===== src/rtl/flash_emu_macros.svh =====
// image address width, SPI READ opcode and idle MISO byte
`ifndef FLASH_EMU_MACROS_SVH
`define FLASH_EMU_MACROS_SVH

// image address width in bits
// 16 gives a 64 KB image, anything from 12 to 24 fits the SPI address
`define FE_ADDR_BITS 16

// single-wire READ command
// address bytes follow MSB first, then data for as long as chip select is low
`define FE_OP_READ 8'h03

// byte shifted out when no image data is available
// a released MISO line reads as all ones
`define FE_IDLE_BYTE 8'hFF

`endif


===== src/rtl/spi_pkg.sv =====
// SPI side types for the data byte, the opcode, the flash address and the receive event
package spi_pkg;

	// one byte as shifted on MOSI or MISO
	typedef logic [7:0] spi_byte_t;

	// first byte after chip select falls
	typedef logic [7:0] spi_op_t;

	// full three-byte flash address as sent by the master
	typedef logic [23:0] spi_addr_t;

	// one receive event in the clk domain
	// strobe lasts a single clk cycle per byte
	typedef struct packed {
		// a new byte has arrived
		logic      strobe;
		// byte is the opcode of a new command
		logic      first;
		// received byte
		spi_byte_t data;
	} spi_rx_evt_t;

endpackage


===== src/rtl/spi_device.sv =====
// SPI slave shifter in the spi_clk domain with byte and command toggle outputs
`timescale 1ns/100ps
`include "flash_emu_macros.svh"

module spi_device (
	input  logic               spi_clk,
	input  logic               spi_cs_n,
	input  logic               spi_mosi,
	output logic               spi_miso,
	input  spi_pkg::spi_byte_t tx_byte,
	output spi_pkg::spi_byte_t rx_data,
	output logic               rx_toggle,
	output logic               cmd_toggle
);
	import spi_pkg::*;

	// bit position within the current byte
	logic [2:0] bit_cnt;
	// first seven bits of the byte being received
	logic [6:0] rx_shift;
	// still inside the opcode byte
	logic       first_byte;
	// output shifter, MSB drives MISO
	spi_byte_t  tx_shift;

	// toggles keep their level across chip select
	// so the clk side sees exactly one edge per byte
	logic rx_tgl = 1'b0;
	logic cmd_tgl = 1'b0;

	// receive side, mode 0
	// MOSI sampled on the rising edge
	// chip select high clears the bit position
	always_ff @(posedge spi_clk or posedge spi_cs_n) begin
		if (spi_cs_n) begin
			bit_cnt <= 3'd0;
			rx_shift <= '0;
			first_byte <= 1'b1;
		end else begin
			bit_cnt <= bit_cnt + 3'd1;
			rx_shift <= {rx_shift[5:0], spi_mosi};
			if (bit_cnt == 3'd7) begin
				first_byte <= 1'b0;
			end
		end
	end

	// completed byte and its toggles
	// rx_data then holds for a whole byte period
	always_ff @(posedge spi_clk) begin
		if (!spi_cs_n && bit_cnt == 3'd7) begin
			rx_data <= {rx_shift, spi_mosi};
			rx_tgl <= ~rx_tgl;
			// opcode byte also marks the start of a command
			if (first_byte) begin
				cmd_tgl <= ~cmd_tgl;
			end
		end
	end

	// transmit side
	// reload on the first falling edge after a byte completes
	// otherwise shift left and fill with ones
	always_ff @(negedge spi_clk or posedge spi_cs_n) begin
		if (spi_cs_n) begin
			tx_shift <= `FE_IDLE_BYTE;
		end else if (bit_cnt == 3'd0) begin
			tx_shift <= tx_byte;
		end else begin
			tx_shift <= {tx_shift[6:0], 1'b1};
		end
	end

	// deselected device leaves MISO high
	assign spi_miso = spi_cs_n | tx_shift[7];
	assign rx_toggle = rx_tgl;
	assign cmd_toggle = cmd_tgl;

endmodule


===== config.mk =====
export PLATFORM = sky130hd
export DESIGN_NAME = spi_device
export DESIGN_NICKNAME = d
export VERILOG_FILES = /design/src/rtl/spi_pkg.sv /design/src/rtl/spi_device.sv
export VERILOG_INCLUDE_DIRS = /design/src /design/src/rtl
export SDC_FILE = /design/constraint.sdc
export NUM_CORES = 1
export LEC_CHECK = 0
export BUFFER_PORTS_ARGS = -buffer_cell sky130_fd_sc_hd__buf_4
export CORE_MARGIN = 4
export CORE_UTILIZATION = 40
export DETAILED_ROUTE_END_ITERATION = 12
export PLACE_DENSITY = 0.65
export SKIP_LAST_GASP = 1
export SLEW_MARGIN = 10
export SYNTH_ARGS = -nofsm -noshare
export SYNTH_HDL_FRONTEND = slang
export SYNTH_SLANG_ARGS = --single-unit

===== constraint.sdc =====
create_clock -name spi_clk -period 2.2 [get_ports spi_clk]
set_input_delay 0.22 -clock spi_clk [delete_from_list [all_inputs] [get_ports spi_clk]]
set_output_delay 0.22 -clock spi_clk [all_outputs]
set_load 0.05 [all_outputs]

==> impl_metrics.yaml <==
grt:
  grt_util_all_layers: 0.09995
  grt_max_degree: 13
  overflow: 0
  antenna_found_initial: 0
  grt_pass1_wl_um: 2339
  grt_pass1_vias: 547
pwr:
  leakage_nw: 0.6603
  powerDensity_nw_per_um2: 738.9
  irDropWorstVdd_v: 0.0005007
  fin_total_pwr_mw: 1.030
critical_path:
  worst-endpoint-required_ps: 1980
  worstPathMaxFanout: 1
  reg2reg_to: "tx_shift[2]"
  reg2reg_slack_ps: -120
  critPathArrivalTime_ps: 2200
  cp-start-kind: "flop"
  worstSetupEndpointType: "primary output"
  reg2reg_from: "bit_cnt[1]"
  path_class: "flop to primary output"
  r2r.worst_path.cells: 5
  crit_start: "tx_shift[7]"
logic_synthesis:
  synth_top_area_cell: "edfxtp_1"
  synthCells: 52
  yosysUniqueCellTypes: 12
  synth_warnings: 0
  synth_nets: 66
  seq_area_frac_synth: 0.7804
  synth_area_um2: 1008
  synth_area_leaders: "edfxtp_1 (30%), dfrtp_1 (25%), dfstp_2 (23%)"
  synth_top_area_frac: 0.2978
  ys_ff_latch: 29
  synth_area_per_cell_um2: 19.39
job:
  maxCapViolations: 0
layout:
  area_growth_pct: 38.21
  num_antenna_cells: 0
  multi_input_area_um2: 202.7
  nFillCells: 186
  final_area_um2: 1394
  layout.nets: 110
  final_core_util: 0.6068
  final_common_cell: "buf_4"
  finalNonFillerCells: 125
  layout-drive-gt1-share: 0.5979
  layout_common_cells: "buf_4 (27), inv_1 (11), dfrtp_1 (10), edfxtp_1 (10), dfstp_2 (9)"
  seq_area_um2: 787.0
sta:
  whs_ps: 377.9
  hold_viol_final: 0
  tightest_slew_ps: 422.4
  relSlewSlack: 0.7181
  fin_ws_ps: -224.3
  fin_skew_ps: 59.67
  grt_setup_unrepaired: "yes"
  drv_slew: 0
  setup_viol: 8
floorplanning:
  io_pins: 22
  core.rowCount: 17
  die_area_um2: 3388
  start_util: 0.4390
  die_w_um: 58.21
  fp.dieH_um: 58.21
  core_area_um2: 2297
placed_design:
  gp_congestion: 0.7189
  placed_cells: 104
  place_area_um2: 1232
  dpl.hpwl_um: 953.3
  io_buffers: 21
hold_path:
  hold_path.class: "flop to flop"
  min_from: "rx_shift[1]"
  hold-path-endpoint: "rx_shift[2]"
  holdPathStages: 0
clock_tree:
  cts_tree: "yes"
  numCtsBuffers: 5
  clk_pin_slew_ps: 90
  cts_max_level: 2
  cts_buffer_depth: 2
  cts_root_buf: "clkbuf_4"
  cts_sinks: 29
  clk_latency_ps: 370
outcome:
  violations: "negative setup slack"
  outcome: "finished with violations"
routing:
  drc: 0
  dr_total_vias: 529
  drt_first_pass_iters: 2
  drt_iter0_drc: 7
  wl_um: 1405
  ant_nets: 0
  drt-vias-per-instance: 4.232
  wire_per_inst_um: 11.24
## layout make-up
class / instances / share of cell area
multi-input cells: 16 / 0.1454
repair buffers: 31 / 0.1849
well taps: 28 / 0.02513
flip-flops and latches: 29 / 0.5646
clock inverters: 11 / 0.03950
inverters: 5 / 0.01346
clock buffers: 5 / 0.02693
## cells in the mapped netlist
cell,n
edfxtp_1,10
mux2_4,7
nand2b_1,1
nor2b_1,2
nor2b_4,1
inv_1,6
dfstp_2,9
buf_6,1
or2_2,1
ha_1,3
dfrtp_1,10
and2_1,1
## through the flow
stage | setup TNS (ps) | worst slack (ps)
floorplan | -647.3 | -92.47
global placement | -855.8 | -125.6
detailed placement | -1112 | -165.3
CTS | -911.6 | -245.0
global route | -1291 | -275.1
finish | -991.9 | -224.3
## worst max path at each step
stage	to	slack, ps	cells past startpoint
floorplan	tx_shift[1]	-90	5
global placement	tx_shift[2]	-130	5
detailed placement	tx_shift[4]	-170	5
CTS	spi_miso	-250	2
global route	spi_miso	-280	2
finish	spi_miso	-220	2
## critical path, stage by stage (launching register included)
cell and delay (ps):
dfstp_2 500, or2_4 110, buf_8 130
## routing by layer
metal / part of all wire / up-vias / track usage
li1: - / 257 / -
met1: 0.44 / 248 / 0.1133
met2: 0.46 / 22 / 0.1371
met3: 0.080 / 2 / 0.06236
met4: 0.023 / 0 / 0.06954
met5: 0 / - / 0
## kinds of logic (layout without fill, tap and decap cells)
kind of cell | Yosys count | in the layout | synth area share
adder cells (fa/ha/maj) | 3 | 3 | 0.03722
buffers and inverters | 7 | 52 | 0.03350
flip-flops | 29 | 29 | 0.7804
multiplexers | 7 | 7 | 0.1042
AND/OR/NAND/NOR | 6 | 6 | 0.04467
## power by group
group / internal [mW] / leakage [nW] / total [mW] / switching (mW)
combinational: 0.0270 / 0.267 / 0.0431 / 0.0161
sequential: 0.578 / 0.307 / 0.583 / 0.00514
clock: 0.193 / 0.0869 / 0.403 / 0.210
## flip-flops by register name, summed over array words and instances, names as in the netlist
name and flops:
rx_data 8, tx_shift 8, rx_shift 7, bit_cnt 3
cmd_toggle 1, first_byte 1, rx_toggle 1
## what timing repair did
| action | in CTS | in global routing |
|---|---|---|
| setup endpoints to repair | 8 | 8 |
| resized for setup | 7 | 0 |
| hold buffers | 1 | 1 |
| buffers inserted | 2 | 2 |
| pin swaps | 2 | 0 |
| endpoints found under the hold margin | 3 | 1 |
Power figures use the tool's default switching activity.
