===== config.mk =====
export PLATFORM = sky130hd
export DESIGN_NAME = image_arbiter
export DESIGN_NICKNAME = d
export VERILOG_FILES = /design/src/rtl/mem_pkg.sv /design/src/rtl/image_arbiter.sv
export VERILOG_INCLUDE_DIRS = /design/src /design/src/rtl
export SDC_FILE = /design/constraint.sdc
export NUM_CORES = 1
export LEC_CHECK = 0
export BUFFER_PORTS_ARGS = -buffer_cell sky130_fd_sc_hd__buf_4
export CAP_MARGIN = 25
export CELL_PAD_IN_SITES_DETAIL_PLACEMENT = 1
export CELL_PAD_IN_SITES_GLOBAL_PLACEMENT = 2
export CORE_MARGIN = 3
export CORE_UTILIZATION = 11
export DETAILED_ROUTE_END_ITERATION = 8
export HOLD_SLACK_MARGIN = 0.03
export PLACE_DENSITY = 0.8
export SYNTH_ARGS = -nofsm -noshare
export SYNTH_HDL_FRONTEND = slang
export SYNTH_SLANG_ARGS = --single-unit
export TNS_END_PERCENT = 5

===== constraint.sdc =====
create_clock -name clk -period 1 [get_ports clk]
set_input_delay 0.2 -clock clk [delete_from_list [all_inputs] [get_ports clk]]
set_output_delay 0.2 -clock clk [all_outputs]
set_load 0.03 [all_outputs]

===== src/rtl/flash_emu_macros.svh =====
// image address width, SPI READ opcode and idle MISO byte
`ifndef FLASH_EMU_MACROS_SVH
`define FLASH_EMU_MACROS_SVH

// image address width in bits
// 16 gives a 64 KB image, anything from 12 to 24 fits the SPI address
`define FE_ADDR_BITS 16

// single-wire READ command
// address bytes follow MSB first, then data for as long as chip select is low
`define FE_OP_READ 8'h03

// byte shifted out when no image data is available
// a released MISO line reads as all ones
`define FE_IDLE_BYTE 8'hFF

`endif


===== src/rtl/mem_pkg.sv =====
// memory side types for the image address and data, request, response and arbiter states
`include "flash_emu_macros.svh"

package mem_pkg;

	// byte address into the image
	typedef logic [`FE_ADDR_BITS-1:0] img_addr_t;

	// one image byte
	typedef logic [7:0] img_data_t;

	// single-byte access to the image RAM
	typedef struct packed {
		logic      valid;
		logic      write;
		img_addr_t addr;
		img_data_t wdata;
	} mem_req_t;

	// read data, valid one cycle after the read request
	typedef struct packed {
		logic      valid;
		img_data_t rdata;
	} mem_rsp_t;

	// APB side of the image arbiter
	typedef enum logic [1:0] {
		ARB_IDLE,
		ARB_ACCESS,
		ARB_WAIT_RSP,
		ARB_DONE
	} arb_state_t;

endpackage


===== src/rtl/image_arbiter.sv =====
// APB slave and image memory arbiter between the host and the SPI reader
`timescale 1ns/100ps
`include "flash_emu_macros.svh"

module image_arbiter (
	input  logic               clk,
	input  logic               rst,
	input  logic               psel,
	input  logic               penable,
	input  logic               pwrite,
	input  mem_pkg::img_addr_t paddr,
	input  mem_pkg::img_data_t pwdata,
	output logic               pready,
	output mem_pkg::img_data_t prdata,
	input  logic               spi_active,
	input  mem_pkg::mem_req_t  spi_req,
	output mem_pkg::mem_rsp_t  spi_rsp,
	output mem_pkg::mem_req_t  ram_req,
	input  mem_pkg::mem_rsp_t  ram_rsp
);
	import mem_pkg::*;

	arb_state_t state;
	mem_req_t   apb_req;
	// outstanding read belongs to the SPI reader
	logic       rsp_to_spi;
	logic       apb_rsp_valid;

	// host transfers start only while the SPI reader is idle
	// otherwise the access phase stalls with pready low
	always_ff @(posedge clk) begin
		if (rst) begin
			state <= ARB_IDLE;
			rsp_to_spi <= 1'b0;
		end else begin
			rsp_to_spi <= spi_req.valid;
			case (state)
				// after a completion the next setup phase may already be on the bus
				ARB_IDLE, ARB_DONE: begin
					state <= (psel && !spi_active) ? ARB_ACCESS : ARB_IDLE;
				end
				ARB_ACCESS: begin
					state <= pwrite ? ARB_DONE : ARB_WAIT_RSP;
				end
				ARB_WAIT_RSP: begin
					if (apb_rsp_valid) begin
						state <= ARB_DONE;
					end
				end
				default: begin
					state <= ARB_IDLE;
				end
			endcase
		end
	end

	// host request issued in the access phase
	always_comb begin
		apb_req.valid = (state == ARB_ACCESS) && psel && penable;
		apb_req.write = pwrite;
		apb_req.addr = paddr;
		apb_req.wdata = pwdata;
	end

	// SPI reads win whenever they are present
	assign ram_req = spi_req.valid ? spi_req : apb_req;

	// steer the read response to whoever asked
	assign apb_rsp_valid = ram_rsp.valid && !rsp_to_spi;
	assign spi_rsp.valid = ram_rsp.valid && rsp_to_spi;
	assign spi_rsp.rdata = ram_rsp.rdata;

	// writes finish in the access cycle, reads on their response
	assign pready = (apb_req.valid && pwrite) || (state == ARB_WAIT_RSP && apb_rsp_valid);
	assign prdata = ram_rsp.rdata;

endmodule


==> results of run 1 <==
[power breakdown]
part / switching, W / internal (W) / leakage [nW] / total (W)
sequential: 0.0000214 / 0.000143 / 0.0261 / 0.000164
combinational: 0.000402 / 0.000551 / 0.732 / 0.000953
clock: 0.0000796 / 0.000272 / 0.0228 / 0.000351
total: 0.000503 / 0.000966 / 0.781 / 0.00147
[state kept, by name (all words and copies together) (netlist names)]
| name | flops |
|---|---|
| state | 2 |
| rsp_to_spi | 1 |
[synthesized netlist by cell type]
cell type  instances
dfxtp_1            3
nand2_1            1
mux2_4            18
mux2_2             7
a21o_1             2
a21boi_0           1
inv_1              2
nand3_1            1
ha_1               2
and2_1             1
buf_4             16
buf_8              1
a31oi_1            1
a311oi_1           1
a31o_2             1
nand4_1            1
buf_6              1
nand3b_1           3
nor2b_1            1
buf_12             1
nand2b_2           1
[per-layer routing]
| metal | share of wire, % | vias to the layer above |
|---|---|---|
| met5 | 0 | - |
| met4 | 1.3 | 0 |
| met3 | 11 | 7 |
| met2 | 57 | 51 |
| met1 | 31 | 368 |
| li1 | - | 366 |
[worst paths after layout]
kind / to / slack (ns) / cells past startpoint / from
max reg2reg: state[0] / -0.22 / 6 / state[0]
min: rsp_to_spi / 0.16 / 2 / rst
max: ram_req[25] / -0.33 / 4 / state[1]
min reg2reg: state[0] / 0.53 / 2 / state[0]
[cell type report]
type	instances	area (µm²)
Clock buffer	4	45.0
Timing Repair Buffer	89	806
Tap cell	75	93.8
Multi-Input combinational cell	42	541
Fill cell	716	4540
Sequential cell	3	66.3
Inverter	2	7.51
[through the flow]
step / util [%] / cells / setup WS, ns
floorplan: - / 66 / -0.0207
finish: 25.6 / 215 / -0.330
global route: 25.6 / 215 / -0.371
global placement: 22.0 / 208 / -0.185
detailed placement: 22.0 / 208 / -0.194
CTS: 25.2 / 212 / -0.328
[logic make-up after synthesis]
logic type	share of synthesized area [%]
adder cells (fa/ha/maj)	3.51
flip-flops	8.42
AND/OR/NAND/NOR	8.25
AO/OA/AOI/OAI	6.49
buffers and inverters	24.4
multiplexers	48.9
[what timing repair did]
item | CTS | global route
endpoints found under the setup margin | 30 | 30
pin swaps | 3 | 2
resized for setup | 41 | 0
buffers inserted | 0 | 3
endpoints found under the hold margin | 0 | 0
cloned | 0 | 0
==> results.cfg, run 1 <==
[pwr]
power_leakage_nw = 0.781
p_total_w = 0.00147
vdd_ir_drop_max_mv = 0.375
power_density_mw_per_mm2 = 942

[placement]
port_buffers = 84
postPlaceCellArea_mm2 = 0.00134
dp_hpwl_um = 2230
place_congestion = 0.631

[die]
die_w_um = 86.5
die_h_um = 86.5
die_area_mm2 = 0.00749
core_area_mm2 = 0.00610
placementRows = 28
start_util_pct = 11.7
pin_count = 109

[synthesis]
netlist_area_um2 = 713
synth_area_per_cell_um2 = 10.8
ys_seq_area_share_pct = 8.42
synthDistinctLibCells = 21
ys_seq_elements = 3
yosysTopAreaCellShare_pct = 37.9
ys_warn_count = 0
synthesis.nets = 133
synth_cells = 66
yosys-top-cells-area = mux2_4 38%, buf_4 17%, mux2_2 11%, dfxtp_1 8.4%, ha_1 3.5%
yosys.area.top_type = mux2_4

[worst_hold_path]
hold_path_class = primary input to register

[clock_tree]
cts_buffer_depth = 2
clock_latency_ns = 0.21
cts_buffers = 3
cts.clk_slew.worst_paths_ns = 0.03
cts_hold_buf = 0
tritoncts = yes
cts.sinks = 3
htreeDepth = 1
root_buffer = clkbuf_8

[worst_setup_path]
slowest_stage = dfxtp_2
critPathKind = register to output port
worstPathCellList = inv_2, ha_4, a31o_4, buf_6
critPathRequiredTime_ns = 0.80
cp_top_family = flip-flops
max_stage_delay_ns = 0.35
cp.buffers_inverters = 2
worst-endpoint-arrival_ns = 1.13
cp-start-kind = register
endpoint_kind = output port
crit_fanout = 3

[run_status]
violations = setup timing
status = finished, violations left

[sta]
fmax_ghz = 0.752
fin_ws_ns = -0.330
period_minus_slack_ns = 1.33
maxSlewHeadroom_pct = 83.1
whs_ns = 0.160
worst_pin_slew_ns = 0.252
clock_skew_ns = 0.000456
rsz0062_at_grt = true
setup_viol = 29
slew_violations = 0
finalHoldViolations = 0
post-route-period-util_pct = 133
tns_ns = -3.50

[global_routing]
use_met1_pct = 6.04
grt_overflow = 0
grt_pass1_wl_um = 3770
grtUsageMet3_pct = 1.14
antenna_found_initial = 0
grt_max_degree = 15
grt_pass1_vias = 872
met2_usage_pct = 12.6
grt.busiest_layer = met2
track_usage_pct = 6.28

[routing]
postRouteAntennaNets = 0
drt-initial-drc-count = 1
routedWlPerCell_um = 12.0
route.detailed.drc = 0
vias_per_cell = 3.68
route.vias.total = 792
wl_um = 2580
dr.pass1.iters = 2

[final_layout]
num_antenna_cells = 0
num-nets-final = 208
syn_to_final_growth_pct = 119
mostFrequentLayoutCell = buf_4
final_cell_mix = 58 x buf_4, 28 x buf_6, 24 x mux2_4, 3 x nand3b_1, 3 x clkbuf_8
design_area_mm2 = 0.00156
drive_above_1_share_pct = 91.4

[run]
maxCapViolCount = 0
No activity file was read; power rests on OpenSTA's default activity.
==> run 2, diff against run 1 <==
- CORE_UTILIZATION: 11 -> 12
- CTS_BUF_LIST: default -> sky130_fd_sc_hd__clkbuf_8
- PLACE_DENSITY: 0.8 -> 0.86
==> run 2 against run 1 <==
Net effect:
- the run still ends with setup timing left
- total power rose by 2.4%
- final cell count rose by 0.47%
- largest cell class unchanged
- first-iteration DRC count rose to 16 times the previous value
- hold slack about the same
- setup slack better by 0.026 ns
- largest power group unchanged
- critical endpoint unchanged
- register-to-register slack about the same
- utilization is 2.5 points higher
- maximum frequency grew 2.0%
==> results.cfg, run 2 (synthesis results as in run 1) <==
[clock_tree]
cts_buffer_depth = 2
cts.clk_slew.worst_paths_ns = 0.03
clock_latency_ns = 0.22
htreeDepth = 1
tritoncts = yes
cts_buffers = 3
cts_hold_buf = 0
root_buffer = clkbuf_8
cts.sinks = 3

[pwr]
pwr-share-clk_pct = 22.9
power_switching_w = 0.000516
vdd_ir_drop_max_mv = 0.263
p_comb_share_pct = 66.5
p_int_w = 0.000988
power_leakage_nw = 0.795
seqPwrFrac_pct = 10.6
power_density_mw_per_mm2 = 951
swShare_pct = 34.3

[final_layout]
top_register = state
drive_above_1_share_pct = 90.3
num-nets-final = 212
final_cell_mix = 60 x buf_4, 30 x buf_6, 22 x mux2_4
num_antenna_cells = 0
reg_top3 = state: 2 flops, rsp_to_spi: 1 flops
fin_util_pct = 28.0
syn_to_final_growth_pct = 122
stdcell_count = 216
mostFrequentLayoutCell = buf_4
largest_reg_flops = 2

[worst_setup_path]
endpoint_kind = output port
worstPathCellList = inv_2, ha_4, a31o_4, buf_6
reg2regPathDepth = 6
cp_top_family = flip-flops
rrSetupSlack_ns = -0.22
r2r-start = state[1]
critPathKind = register to output port
slowest_stage = dfxtp_2
cp_num_cells = 4
cp.buffers_inverters = 2
crit_fanout = 3
worst-endpoint-arrival_ns = 1.10
timing.rr.end = state[0]
max_stage_delay_ns = 0.33
critPathRequiredTime_ns = 0.80
cp-start-kind = register

[sta]
period_minus_slack_ns = 1.30
clock_skew_ns = 0.00204
post-route-period-util_pct = 130
fin_ws_ns = -0.305
slew_violations = 0
rsz0062_at_grt = true
worst_pin_slew_ns = 0.204
finalHoldViolations = 0
tns_ns = -3.48
maxSlewHeadroom_pct = 86.3
fmax_ghz = 0.766
setup_viol = 29

[routing]
routedWlPerCell_um = 12.1
postRouteAntennaNets = 0
dr.pass1.iters = 3
drt-initial-drc-count = 16
vias_per_cell = 3.69
route.vias.total = 798
route.detailed.drc = 0
wl_um = 2610

[run]
maxCapViolCount = 0

[placement]
place_congestion = 0.723
preCtsSetupSlack_ns = -0.192
dp_hpwl_um = 2220
port_buffers = 84
place_inst = 208

[run_status]
status = finished, violations left
violations = setup timing

[die]
die_area_mm2 = 0.00690
start_util_pct = 12.6
placementRows = 27
die_h_um = 83.1
pin_count = 109
core_area_mm2 = 0.00564
die_w_um = 83.1

[global_routing]
grt_max_degree = 16
track_usage_pct = 7.61
grt_pass1_wl_um = 4320
antenna_found_initial = 0
grt_overflow = 0
grt_pass1_vias = 955

[worst_hold_path]
hp-start = rst
holdPathStages = 2
hold_end = state[0]
hold_path_class = primary input to register
[run 2: how the worst max path moves through the flow]
stage | startpoint | endpoint | slack [ns]
floorplan | state[0] | state[0] | -0.02
global placement | spi_req[25] | ram_req[17] | -0.17
detailed placement | spi_req[25] | ram_req[16] | -0.19
CTS | state[1] | pready | -0.30
global route | state[1] | pready | -0.37
finish | state[1] | ram_req[25] | -0.30
[run 2: timing repair]
| item | in CTS | in global routing |
|---|---|---|
| resized for setup | 40 | 0 |
| pin swaps | 4 | 2 |
| setup endpoints to repair | 30 | 30 |
| endpoints found under the hold margin | 0 | 0 |
| buffers inserted | 4 | 0 |
[run 2: layer usage]
layer | up-vias | part of all wire (%) | GRT usage (%)
met5 | - | 0 | 0
met4 | 0 | 1.1 | 3.27
met2 | 52 | 56 | 14.5
met1 | 369 | 33 | 7.16
li1 | 374 | - | -
met3 | 3 | 10 | 2.88
[run 2: metrics by stage]
step | hold slack [ns] | power (W) | cell area (µm²)
after global routing | 0.159 | 0.00160 | 1580
after detailed placement | 0.388 | 0.00100 | 1360
after CTS | 0.158 | 0.00153 | 1580
after floorplan | 0.262 | 0.000751 | 746
final | 0.160 | 0.00150 | 1580
after global placement | 0.381 | 0.000986 | 1360
[run 2: layout make-up]
class	instances	area (µm²)
Sequential cell	3	65.1
Multi-Input combinational cell	42	531
Clock inverter	1	3.75
Clock buffer	3	41.3
Tap cell	72	90.1
Timing Repair Buffer	93	843
Fill cell	652	4060
Inverter	2	7.51
[run 2: power groups by stage]
stage / sequential (W) / combinational [W] / clock (W)
2_1_floorplan: 0.000158 / 0.000593 / 0
3_3_place_gp: 0.000160 / 0.000826 / 0
3_5_place_dp: 0.000162 / 0.000843 / 0
4_1_cts: 0.000159 / 0.00101 / 0.000357
5_1_grt: 0.000162 / 0.00107 / 0.000376
6_report: 0.000160 / 0.000999 / 0.000345
