## src/rtl/flash_emu_macros.svh

```systemverilog
// image address width, SPI READ opcode and idle MISO byte
`ifndef FLASH_EMU_MACROS_SVH
`define FLASH_EMU_MACROS_SVH

// image address width in bits
// 16 gives a 64 KB image, anything from 12 to 24 fits the SPI address
`define FE_ADDR_BITS 16

// single-wire READ command
// address bytes follow MSB first, then data for as long as chip select is low
`define FE_OP_READ 8'h03

// byte shifted out when no image data is available
// a released MISO line reads as all ones
`define FE_IDLE_BYTE 8'hFF

`endif

```

## src/rtl/mem_pkg.sv

```systemverilog
// memory side types for the image address and data, request, response and arbiter states
`include "flash_emu_macros.svh"

package mem_pkg;

	// byte address into the image
	typedef logic [`FE_ADDR_BITS-1:0] img_addr_t;

	// one image byte
	typedef logic [7:0] img_data_t;

	// single-byte access to the image RAM
	typedef struct packed {
		logic      valid;
		logic      write;
		img_addr_t addr;
		img_data_t wdata;
	} mem_req_t;

	// read data, valid one cycle after the read request
	typedef struct packed {
		logic      valid;
		img_data_t rdata;
	} mem_rsp_t;

	// APB side of the image arbiter
	typedef enum logic [1:0] {
		ARB_IDLE,
		ARB_ACCESS,
		ARB_WAIT_RSP,
		ARB_DONE
	} arb_state_t;

endpackage

```

## src/rtl/spi_pkg.sv

```systemverilog
// SPI side types for the data byte, the opcode, the flash address and the receive event
package spi_pkg;

	// one byte as shifted on MOSI or MISO
	typedef logic [7:0] spi_byte_t;

	// first byte after chip select falls
	typedef logic [7:0] spi_op_t;

	// full three-byte flash address as sent by the master
	typedef logic [23:0] spi_addr_t;

	// one receive event in the clk domain
	// strobe lasts a single clk cycle per byte
	typedef struct packed {
		// a new byte has arrived
		logic      strobe;
		// byte is the opcode of a new command
		logic      first;
		// received byte
		spi_byte_t data;
	} spi_rx_evt_t;

endpackage

```

## src/rtl/spi_read_engine.sv

```systemverilog
// clk-domain synchronisers, SPI command and address decoder and burst read FSM
`timescale 1ns/100ps
`include "flash_emu_macros.svh"

module spi_read_engine (
	input  logic               clk,
	input  logic               rst,
	input  logic               spi_cs_n,
	input  spi_pkg::spi_byte_t rx_data,
	input  logic               rx_toggle,
	input  logic               cmd_toggle,
	output spi_pkg::spi_byte_t tx_byte,
	output logic               spi_active,
	output mem_pkg::mem_req_t  mem_req,
	input  mem_pkg::mem_rsp_t  mem_rsp
);
	import spi_pkg::*;
	import mem_pkg::*;

	// opcode, address bytes, data burst, ignored command
	typedef enum logic [1:0] {
		SE_IDLE,
		SE_ADDR,
		SE_BURST,
		SE_SKIP
	} se_state_t;

	// two sync flops plus one for edge detection on each toggle
	logic [2:0]  rx_sync;
	logic [2:0]  cmd_sync;
	logic [1:0]  cs_sync;
	logic        cs_high;
	spi_rx_evt_t rx_evt;

	se_state_t   state;
	logic [1:0]  addr_cnt;
	spi_op_t     opcode;
	spi_byte_t   addr_hi;
	spi_byte_t   addr_mid;
	spi_addr_t   full_addr;

	always_ff @(posedge clk) begin
		if (rst) begin
			rx_sync <= '0;
			cmd_sync <= '0;
			cs_sync <= 2'b11;
			rx_evt <= '0;
		end else begin
			rx_sync <= {rx_sync[1:0], rx_toggle};
			cmd_sync <= {cmd_sync[1:0], cmd_toggle};
			cs_sync <= {cs_sync[0], spi_cs_n};
			// registered event
			// strobe lands 3 clk after the spi_clk edge
			rx_evt.strobe <= rx_sync[2] ^ rx_sync[1];
			rx_evt.first <= cmd_sync[2] ^ cmd_sync[1];
			rx_evt.data <= rx_data;
		end
	end

	assign cs_high = cs_sync[1];

	// address bytes arrive MSB first
	// the last one is taken straight from the event
	assign full_addr = {addr_hi, addr_mid, rx_evt.data};

	// opcode and upper address bytes
	always_ff @(posedge clk) begin
		if (rx_evt.strobe && rx_evt.first) begin
			opcode <= rx_evt.data;
		end else if (rx_evt.strobe && state == SE_ADDR) begin
			addr_hi <= addr_mid;
			addr_mid <= rx_evt.data;
		end
	end

	always_ff @(posedge clk) begin
		if (rst) begin
			state <= SE_IDLE;
			addr_cnt <= 2'd0;
			spi_active <= 1'b0;
			tx_byte <= `FE_IDLE_BYTE;
			mem_req <= '0;
		end else begin
			// requests last one cycle
			mem_req.valid <= 1'b0;
			// image byte for the next falling-edge reload
			if (mem_rsp.valid) begin
				tx_byte <= mem_rsp.rdata;
			end
			if (rx_evt.strobe && rx_evt.first) begin
				// new command takes the memory over
				state <= SE_ADDR;
				addr_cnt <= 2'd0;
				spi_active <= 1'b1;
				tx_byte <= `FE_IDLE_BYTE;
			end else if (rx_evt.strobe) begin
				case (state)
					SE_ADDR: begin
						addr_cnt <= addr_cnt + 2'd1;
						// fourth byte completes the address
						if (addr_cnt == 2'd2) begin
							if (opcode == `FE_OP_READ) begin
								mem_req.valid <= 1'b1;
								mem_req.addr <= full_addr[`FE_ADDR_BITS-1:0];
								state <= SE_BURST;
							end else begin
								state <= SE_SKIP;
							end
						end
					end
					// each clocked-out byte fetches the next one
					// and the address wraps at the image size
					SE_BURST: begin
						mem_req.valid <= 1'b1;
						mem_req.addr <= mem_req.addr + img_addr_t'(1);
					end
					default: begin
						state <= state;
					end
				endcase
			end else if (cs_high) begin
				// chip select released
				state <= SE_IDLE;
				spi_active <= 1'b0;
				tx_byte <= `FE_IDLE_BYTE;
			end
		end
	end

endmodule

```

## config.mk

```make
export PLATFORM = sky130hd
export DESIGN_NAME = spi_read_engine
export DESIGN_NICKNAME = d
export VERILOG_FILES = /design/src/rtl/mem_pkg.sv /design/src/rtl/spi_pkg.sv /design/src/rtl/spi_read_engine.sv
export VERILOG_INCLUDE_DIRS = /design/src /design/src/rtl
export SDC_FILE = /design/constraint.sdc
export NUM_CORES = 1
export LEC_CHECK = 0
export BUFFER_PORTS_ARGS = -buffer_cell sky130_fd_sc_hd__buf_4
export CORE_MARGIN = 1.5
export CORE_UTILIZATION = 50
export CTS_CLUSTER_SIZE = 28
export DETAILED_ROUTE_END_ITERATION = 8
export PLACE_DENSITY = 0.73
export SYNTH_ARGS = -nofsm -noshare
export SYNTH_HDL_FRONTEND = slang
export SYNTH_SLANG_ARGS = --single-unit
export TNS_END_PERCENT = 100
```

## constraint.sdc

```tcl
create_clock -name clk -period 4.33 [get_ports clk]
set_clock_uncertainty 0.2 [all_clocks]
set_input_delay 0.2165 -clock clk [delete_from_list [all_inputs] [get_ports clk]]
set_output_delay 0.2165 -clock clk [all_outputs]
set_load 0.02 [all_outputs]
```

==> flow_summary.toml, run 1 <==
[synthesis]
synth_edf_count = 16
synth_top_cell_by_area = "dfxtp_1"
ys_top_cells_by_area = "dfxtp_1, edfxtp_1, a211oi_2"
ys_warn_count = 0
ys_seq_area_share_pct = 50.0
synth-async-reset-ratio_pct = 0
synth_top_family_by_area = "simple AND/OR/NAND/NOR gates"
synth_mux_area_share_pct = 3.13
syn_inst = 277
yosysTopAreaCellShare_pct = 33.3
synth-simple-area-share_pct = 20.5
synth_xor_area_share_pct = 0.608
ys_ff_latch = 64
syn_area_per_cell_um2 = 10.4
ys_types = 55
synthAdderAreaFrac_pct = 1.74
syn-cell-area_um2 = 2880
synth_compound_area_share_pct = 18.0
synth_ff_type = "dfxtp_1"

[cells_and_area]
nFillCells = 454
diodes = 0
multi_input_area_um2 = 1300
fin_cells = 418
area_growth_pct = 26.4
drive_gt1_share_pct = 24.9
register_area_um2 = 1440
nets = 367

[worst_setup_path]
worstReg2RegStart = "state[0]$_SDFFE_PP0P_"
crit_family = "buffers and inverters"
critPathCapture = "mem_req[16]$_SDFFE_PP0P_"
cp_slowest_cell = "clkinv_1"
crit_buf_inv = 3
cp_num_cells = 7
startpoint_type = "register"
critPathKind = "reg -> reg"
worstPathMaxFanout = 27
r2r_cells = 7
crit_path_start = "state[0]$_SDFFE_PP0P_"
end_kind = "register"
r2r_setup_slack_ps = 1940
cp.required_ps = 4380
crit_chain = "inv_1 > ha_1 > buf_4 > clkinv_1 > nor4_1 > a21oi_1 > o32ai_1"
r2r-end = "mem_req[16]$_SDFFE_PP0P_"
cp_data_arrival_time_ps = 2430
cp_slowest_stage_delay_ps = 520

[route]
dr.pass1.iters = 4
wl_met3_um = 374
drcViolationCount = 0
vias = 2379
via_per_inst = 5.69
top_layer_used = "met4"
drtIter0Drc = 187
routedWlPerCell_um = 16.0
wl_met1_um = 2810
antenna_left = 0
drt-total-wl_um = 6670
wl_met2_um = 3420

[timing]
rsz0062_at_grt = "false"
timing.slew.headroom_pct = 55.0
min_period_ps = 2390
max_freq_mhz = 419
finalSetupTns_ps = 0
finalHoldViolCount = 0
period_share_pct = 55.2
final_max_slew_viol_count = 0
setup-violations-final = 0
worst_pin_slew_ps = 674

[clock_network]
cts_tree = "built"
clk_pin_slew_ps = 80
cts_resized = 0
clock_tree.root_cell = "clkbuf_8"
clkLatencyLatePin_ps = 340
cts_buffers = 9
cts-htree-levels = 3
clock_path_buffers = 2
cts_num_sinks = 64

[die]
rows = 27
die_h_um = 78.9
ios = 57
core_area_um2 = 5540
initial_core_util_pct = 52.0
dieArea_um2 = 6230
die_x_um = 78.9

[place]
dp_cells = 383
gp_congestion = 0.921
dp_hpwl_um = 4260
placement.io_buffers = 47

[outcome]
status = "finished, final reports clean"

[grt]
grt-ovfl-total = 0
grt_usage_pct = 21.8
grt_start_max_net_pins = 52
grt_pass1_wl_um = 10400
antenna_found_initial = 0
grt_pass1_vias = 2069

[hold_path]
hold_path_class = "in -> reg"

[power_and_ir_drop]
p_leak_nw = 1.37
ir_drop_v = 0.000294
p_per_area_nw_per_um2 = 338

[run]
maxCapViolCount = 0
[registers in the layout, summed over array words and instances (netlist names)]
signal,count
cmd_sync,3
cs_sync,2
opcode,8
state,2
spi_active,1
rx_evt,2
tx_byte,8
full_addr,8
addr_mid,8
mem_req,17
rx_sync,3
addr_cnt,2
[synthesized netlist by cell type, types with 2 or more instances]
master	n
o21ai_0	4
nand2b_1	13
dfxtp_1	48
and4_1	3
a21oi_1	12
o31a_1	2
or2_2	4
o211a_1	2
nor4_1	3
o32ai_1	10
edfxtp_1	16
nor3_1	5
nand2_1	16
nand3_1	9
nand4_1	6
nor2b_1	17
clkbuf_1	11
ha_1	4
and3_1	2
buf_6	2
inv_1	8
o22ai_1	3
a211oi_2	9
buf_4	9
o211ai_1	2
mux2i_1	9
xnor2_1	2
nor2_1	12
a22oi_1	2
o31ai_2	2
a31oi_1	6
[metrics by stage]
step	hold slack [ps]	utilization, %	setup slack, ps	total power [mW]	instance area [um^2]
final	10.5	65.8	1940	1.23	3640
after global routing	24.8	65.8	1800	1.28	3640
after CTS	1.96	65.8	1990	1.24	3640
after detailed placement	203	58.4	1990	0.696	3230
after global placement	194	58.4	2040	0.695	3230
after floorplan	120	-	2280	0.679	2910
[worst register-to-register path, cell delays in order (launching register included)]
cell and delay [ps]:
dfxtp_1 330, inv_1 60, ha_1 130, buf_4 300
clkinv_1 520, nor4_1 460, a21oi_1 70, o32ai_1 220
[how the worst min path moves through the flow]
stage                                startpoint                     to  slack, ps  cells after the start
after global routing                 mem_rsp[8]  tx_byte[7]$_SDFF_PP1_         20                      3
final                                mem_rsp[8]  tx_byte[1]$_SDFF_PP1_         10                      3
after CTS                            mem_rsp[8]  tx_byte[1]$_SDFF_PP1_          2                      3
after global placement    cs_sync[0]$_SDFF_PP1_  cs_sync[1]$_SDFF_PP1_        190                      1
after floorplan                        spi_cs_n  cs_sync[0]$_SDFF_PP1_        120                      1
after detailed placement  cs_sync[0]$_SDFF_PP1_  cs_sync[1]$_SDFF_PP1_        200                      1
[where the power goes]
| part | total, mW | switching (mW) | leakage, nW | internal (mW) |
|---|---|---|---|---|
| clock network | 0.535 | 0.239 | 0.109 | 0.295 |
| registers | 0.629 | 0.00751 | 0.538 | 0.621 |
| logic | 0.0685 | 0.0316 | 0.723 | 0.0369 |
| total | 1.23 | 0.278 | 1.37 | 0.954 |
[routing by layer]
| metal | vias to the layer above | track usage [%] |
|---|---|---|
| li1 | 1141 | - |
| met1 | 1150 | 29.0 |
| met2 | 82 | 35.8 |
| met3 | 6 | 4.71 |
| met4 | 0 | 6.32 |
| met5 | - | 0 |
[kinds of logic (layout without fill, tap and decap cells)]
logic type,count (synthesis),in the layout
xor gates and xnor gates,2,2
AOI/OAI and AO/OA,63,63
muxes,9,9
other,1,9
buffers and inverters,32,93
adders and majority gates,4,4
DFF,64,64
and+or+nand+nor,102,102
[cells in the final DEF, fill, tap and decap left out, drive strengths merged, types with 4 or more instances in the layout]
cell,n
edfxtp,16
dfxtp,48
buf,49
nand2b,13
or2,4
a21oi,12
nor2b,17
o31ai,4
o32ai,10
inv,9
nand2,17
a31oi,6
nor2,13
dlygate4sd3,19
conb,9
nor3,5
mux2i,9
ha,4
o21ai,4
a211oi,10
nand3,9
clkbuf,12
nand4,7
[area by class of cell]
type / count / area share [%]
Clock inverter: 4 / 0.859
Tap cell: 72 / 2.47
Multi-Input combinational cell: 189 / 35.7
Sequential cell: 64 / 39.6
Inverter: 9 / 0.927
Timing Repair Buffer: 68 / 15.3
Clock buffer: 12 / 5.15
[repair_timing]
action                                 4_1_cts  5_1_grt
hold buffers                                19        0
endpoints found under the hold margin       19        0
buffers inserted                             0        0
Note: power is estimated with default switching activity, not from simulation.
==> run 2, diff against run 1 <==
clock period = 2.2 ns   (was 4.33 ns; I/O delays follow)
==> run 2 against run 1 <==
Compared with the run above: routed wire length is 13% higher; critical path type unchanged; clock-buffer cell count stayed put; largest power group unchanged; first-iteration DRC count is 29% lower; highest routed layer unchanged.
==> flow_summary.toml, run 2 (synthesis results as in run 1) <==
[route]
antenna_left = 0
drtIter0Drc = 132
drcViolationCount = 0
via_per_inst = 5.61
drt-total-wl_um = 7510
dr.pass1.iters = 4
routedWlPerCell_um = 17.2
vias = 2452

[grt]
grt_usage_pct = 25.7
grt_pass1_vias = 2462
grt_start_max_net_pins = 52
grt-ovfl-total = 0
antenna_found_initial = 0
grt_pass1_wl_um = 12100

[cells_and_area]
final_cell_mix = "buf_4, dfxtp_1, dlygate4sd3_1, nor2b_1"
multi_input_area_um2 = 1310
area_growth_pct = 31.5
largest_reg_flops = 17
register_area_um2 = 1440
drive_gt1_share_pct = 26.6
diodes = 0
layout_commonest_cell = "buf_4"
fin_cells = 437
top_register = "mem_req"
nets = 386
nFillCells = 438

[clock_network]
clock_path_buffers = 2
cts_tree = "built"
cts_setup_buffers = 0
cts-htree-levels = 3
cts_buffers = 9
clkLatencyLatePin_ps = 350
clock_tree.root_cell = "clkbuf_8"
clk_pin_slew_ps = 70
cts_num_sinks = 64

[die]
ios = 57
initial_core_util_pct = 52.0
die_h_um = 78.9
dieArea_um2 = 6230
core_area_um2 = 5540
die_x_um = 78.9
rows = 27

[worst_setup_path]
critPathKind = "reg -> reg"
startpoint_type = "register"
cp_data_arrival_time_ps = 2150
cp.required_ps = 2260
end_kind = "register"
worstPathMaxFanout = 10

[power_and_ir_drop]
p_per_area_nw_per_um2 = 624
p_leak_nw = 1.47
ir_drop_v = 0.000530

[timing]
timing.slew.headroom_pct = 58.8
finalSetupTns_ps = 0
worst_pin_slew_ps = 616
setup-violations-final = 0
max_freq_mhz = 477
finalHoldViolCount = 0
period_share_pct = 95.2
final_max_slew_viol_count = 0
setup_ws_ps = 105
min_period_ps = 2100
rsz0062_at_grt = "false"

[place]
gp_congestion = 0.897
dp_hpwl_um = 4540
placement.io_buffers = 47
dp_cells = 394
post-place-ws_ps = 64.5

[hold_path]
hold_path_class = "in -> reg"

[run]
maxCapViolCount = 0

[outcome]
status = "finished, final reports clean"
==> run 2: changes by cell type in the layout (fill, tap and decap cells not counted), sizes merged <==
cell	before	now
clkinv	3	4
buf	49	60
clkinvlp	1	0
dlygate4sd3	19	27
==> run 2: power by group <==
part	internal, mW	switching (mW)	leakage, nW	total, mW
Combinational	0.0839	0.0681	0.826	0.152
Sequential	1.22	0.0151	0.538	1.24
Clock	0.507	0.468	0.102	0.976
==> run 2: routing by layer <==
metal | vias up | share of wire, % | global-route usage [%]
met4 | 0 | 2.1 | 11.1
met5 | - | 0 | 0
li1 | 1180 | - | -
met2 | 99 | 51 | 43.5
met1 | 1161 | 40 | 30.5
met3 | 12 | 6.2 | 7.47
==> run 2: path summary, 6_finish.rpt <==
check                        start                  endpoint  slack (ps)  cells after the start
max            opcode[5]$_DFFE_PP_  mem_req[18]$_SDFFE_PP0P_         100                      5
min                            rst  addr_cnt[0]$_SDFFE_PP0N_          20                      2
max reg2reg    opcode[5]$_DFFE_PP_  mem_req[18]$_SDFFE_PP0P_         100                      5
min reg2reg  cs_sync[0]$_SDFF_PP1_     cs_sync[1]$_SDFF_PP1_         210                      1
==> run 2: final cells by class <==
| class | instances | area share (%) |
|---|---|---|
| Tap cell | 72 | 2.38 |
| Sequential cell | 64 | 38.0 |
| Clock buffer | 12 | 4.39 |
| Clock inverter | 4 | 0.660 |
| Timing Repair Buffer | 87 | 19.0 |
| Multi-Input combinational cell | 189 | 34.6 |
| Inverter | 9 | 0.891 |
==> run 2: per-stage QoR <==
stage / instance area [um^2] / util (%) / hold slack [ps] / power [mW]
6_report: 3790 / 68.4 / 19.7 / 2.37
5_1_grt: 3790 / 68.4 / 38.4 / 2.44
4_1_cts: 3780 / 68.2 / 3.33 / 2.37
3_5_place_dp: 3320 / 59.9 / 100 / 1.37
3_3_place_gp: 3320 / 59.9 / 96.0 / 1.37
2_1_floorplan: 2910 / - / 13.8 / 1.34
==> run 2: worst max-delay path: stages (launching register included) <==
cell	delay [ps]
edfxtp_1	380
or4_4	570
o31ai_4	260
buf_4	240
a31oi_1	130
a211oi_2	220
==> run 2: repair_timing <==
action	4_1_cts	5_1_grt
hold buffers	27	0
endpoints found under the setup margin	0	11
resized for setup	0	3
endpoints found under the hold margin	19	0
==> run 3, diff against run 2 <==
CTS_CLUSTER_SIZE = not set   (was 28)
SETUP_SLACK_MARGIN = 0.2   (was not set)
==> run 3 against run 2 <==
Compared with the run above: first-iteration DRC count increased by 120%; critical endpoint is now mem_req[23]$_SDFFE_PP0P_; critical path type unchanged; sequential share of layout area decreased by 1.6 points; largest power group unchanged; combinational power increased by 3%.
==> flow_summary.toml, run 3 (synthesis results as in run 1) <==
[cells_and_area]
largest_reg_flops = 17
diodes = 0
final_cell_mix = "buf_4, dfxtp_1, dlygate4sd3_1, nor2b_1"
area_growth_pct = 37.1
drive_gt1_share_pct = 31.6
multi_input_area_um2 = 1410
nFillCells = 391
fin_cells = 446
top_register = "mem_req"
nets = 396
layout_commonest_cell = "buf_4"
fin_util_pct = 71.3
register_area_um2 = 1440

[worst_setup_path]
cp_slowest_stage_delay_ps = 590
crit_path_start = "opcode[2]$_DFFE_PP_"
r2r_cells = 5
end_kind = "register"
critPathCapture = "mem_req[23]$_SDFFE_PP0P_"
r2r-end = "mem_req[23]$_SDFFE_PP0P_"
startpoint_type = "register"
crit_buf_inv = 1
cp_slowest_cell = "or4bb_4"
crit_family = "simple AND/OR/NAND/NOR gates"
worstReg2RegStart = "opcode[2]$_DFFE_PP_"
cp.required_ps = 2260
r2r_setup_slack_ps = 130
crit_chain = "or4bb_4 > o31ai_4 > buf_6 > nand2_2 > o32ai_2"
worstPathMaxFanout = 4
critPathKind = "reg -> reg"
cp_num_cells = 5
cp_data_arrival_time_ps = 2140

[clock_network]
cts_tree = "built"
cts_num_sinks = 64
cts_buffers = 9
cts-htree-levels = 3
clkLatencyLatePin_ps = 350
clock_tree.root_cell = "clkbuf_8"
clk_pin_slew_ps = 70
clock_path_buffers = 2

[route]
drt-total-wl_um = 7930
via_per_inst = 5.74
drcViolationCount = 0
antenna_left = 0
drtIter0Drc = 296
dr.pass1.iters = 4
vias = 2561
routedWlPerCell_um = 17.8

[timing]
final_max_slew_viol_count = 0
holdWs_ps = 37.0
finalHoldViolCount = 0
rsz0062_at_grt = "true"
period_share_pct = 94.3
finalSetupTns_ps = 0
min_period_ps = 2070
worst_pin_slew_ps = 537
max_freq_mhz = 482
setup-violations-final = 0
timing.slew.headroom_pct = 64.2

[power_and_ir_drop]
power_switching_mw = 0.557
comb_power_share_pct = 6.7
p_per_area_nw_per_um2 = 590
p_leak_nw = 1.53
power_mw = 2.33
internal_power_mw = 1.78
seqPwrFrac_pct = 53.1
clkPwrFrac_pct = 40.3
swShare_pct = 23.9
ir_drop_v = 0.000403

[run]
maxCapViolCount = 0

[grt]
grt_start_max_net_pins = 52
grt_pass1_wl_um = 12400
grt_pass1_vias = 2466
grt-ovfl-total = 0
grt_usage_pct = 26.8
antenna_found_initial = 0

[die]
rows = 27
die_h_um = 78.9
die_x_um = 78.9
core_area_um2 = 5540
dieArea_um2 = 6230
initial_core_util_pct = 52.0
ios = 57

[outcome]
status = "finished, final reports clean"

[place]
gp_congestion = 0.920
dp_hpwl_um = 4550
placement.io_buffers = 47
dp_cells = 396

[hold_path]
hold_path_class = "in -> reg"
-- run 3: final cells by class --
cell class / count / share of cell area (%)
multi-input cells: 191 / 35.7
inverters: 9 / 0.855
repair buffers: 95 / 20.1
well taps: 72 / 2.28
clock inverters: 5 / 0.760
clock buffers: 10 / 3.77
flip-flops and latches: 64 / 36.5
-- run 3: power groups by stage --
stage                     clock [mW]  sequential, mW  combinational, mW
after floorplan                    0            1.26             0.0743
after global placement             0            1.26              0.105
after detailed placement           0            1.26              0.107
after CTS                      0.943            1.24              0.148
after global routing           0.992            1.24              0.168
final                          0.939            1.24              0.156
-- run 3: worst min-delay path by stage --
stage	slack, ps	startpoint	cells past startpoint	end
final	40	rst	2	rx_evt[8]$_SDFF_PP0_
after detailed placement	100	spi_cs_n	2	cs_sync[0]$_SDFF_PP1_
after CTS	10	rst	2	rx_evt[9]$_SDFF_PP0_
after floorplan	10	spi_cs_n	1	cs_sync[0]$_SDFF_PP1_
after global routing	60	rst	2	rx_evt[9]$_SDFF_PP0_
after global placement	100	spi_cs_n	2	cs_sync[0]$_SDFF_PP1_
-- run 3: what timing repair did --
| item | 4_1_cts | 5_1_grt |
|---|---|---|
| gates resized for setup | 12 | 9 |
| cloned | 3 | 0 |
| pin swaps | 13 | 4 |
| setup endpoints to repair | 16 | 16 |
| buffers inserted | 2 | 3 |
| hold endpoints to repair | 19 | 0 |
| hold buffers | 27 | 0 |
-- run 3: per-stage QoR --
stage	instance area, um^2	worst slack (ps)
3_3_place_gp	3330	85.8
6_report	3950	125
2_1_floorplan	2910	213
5_1_grt	3950	52.1
3_5_place_dp	3330	1.35
4_1_cts	3870	149
-- run 3: layer usage --
metal	global-route usage [%]	share of wire (%)	vias up
met4	10.5	2.1	0
met5	0	0	-
li1	-	-	1198
met1	33.8	38	1213
met2	44.8	50	134
met3	5.98	9.5	16
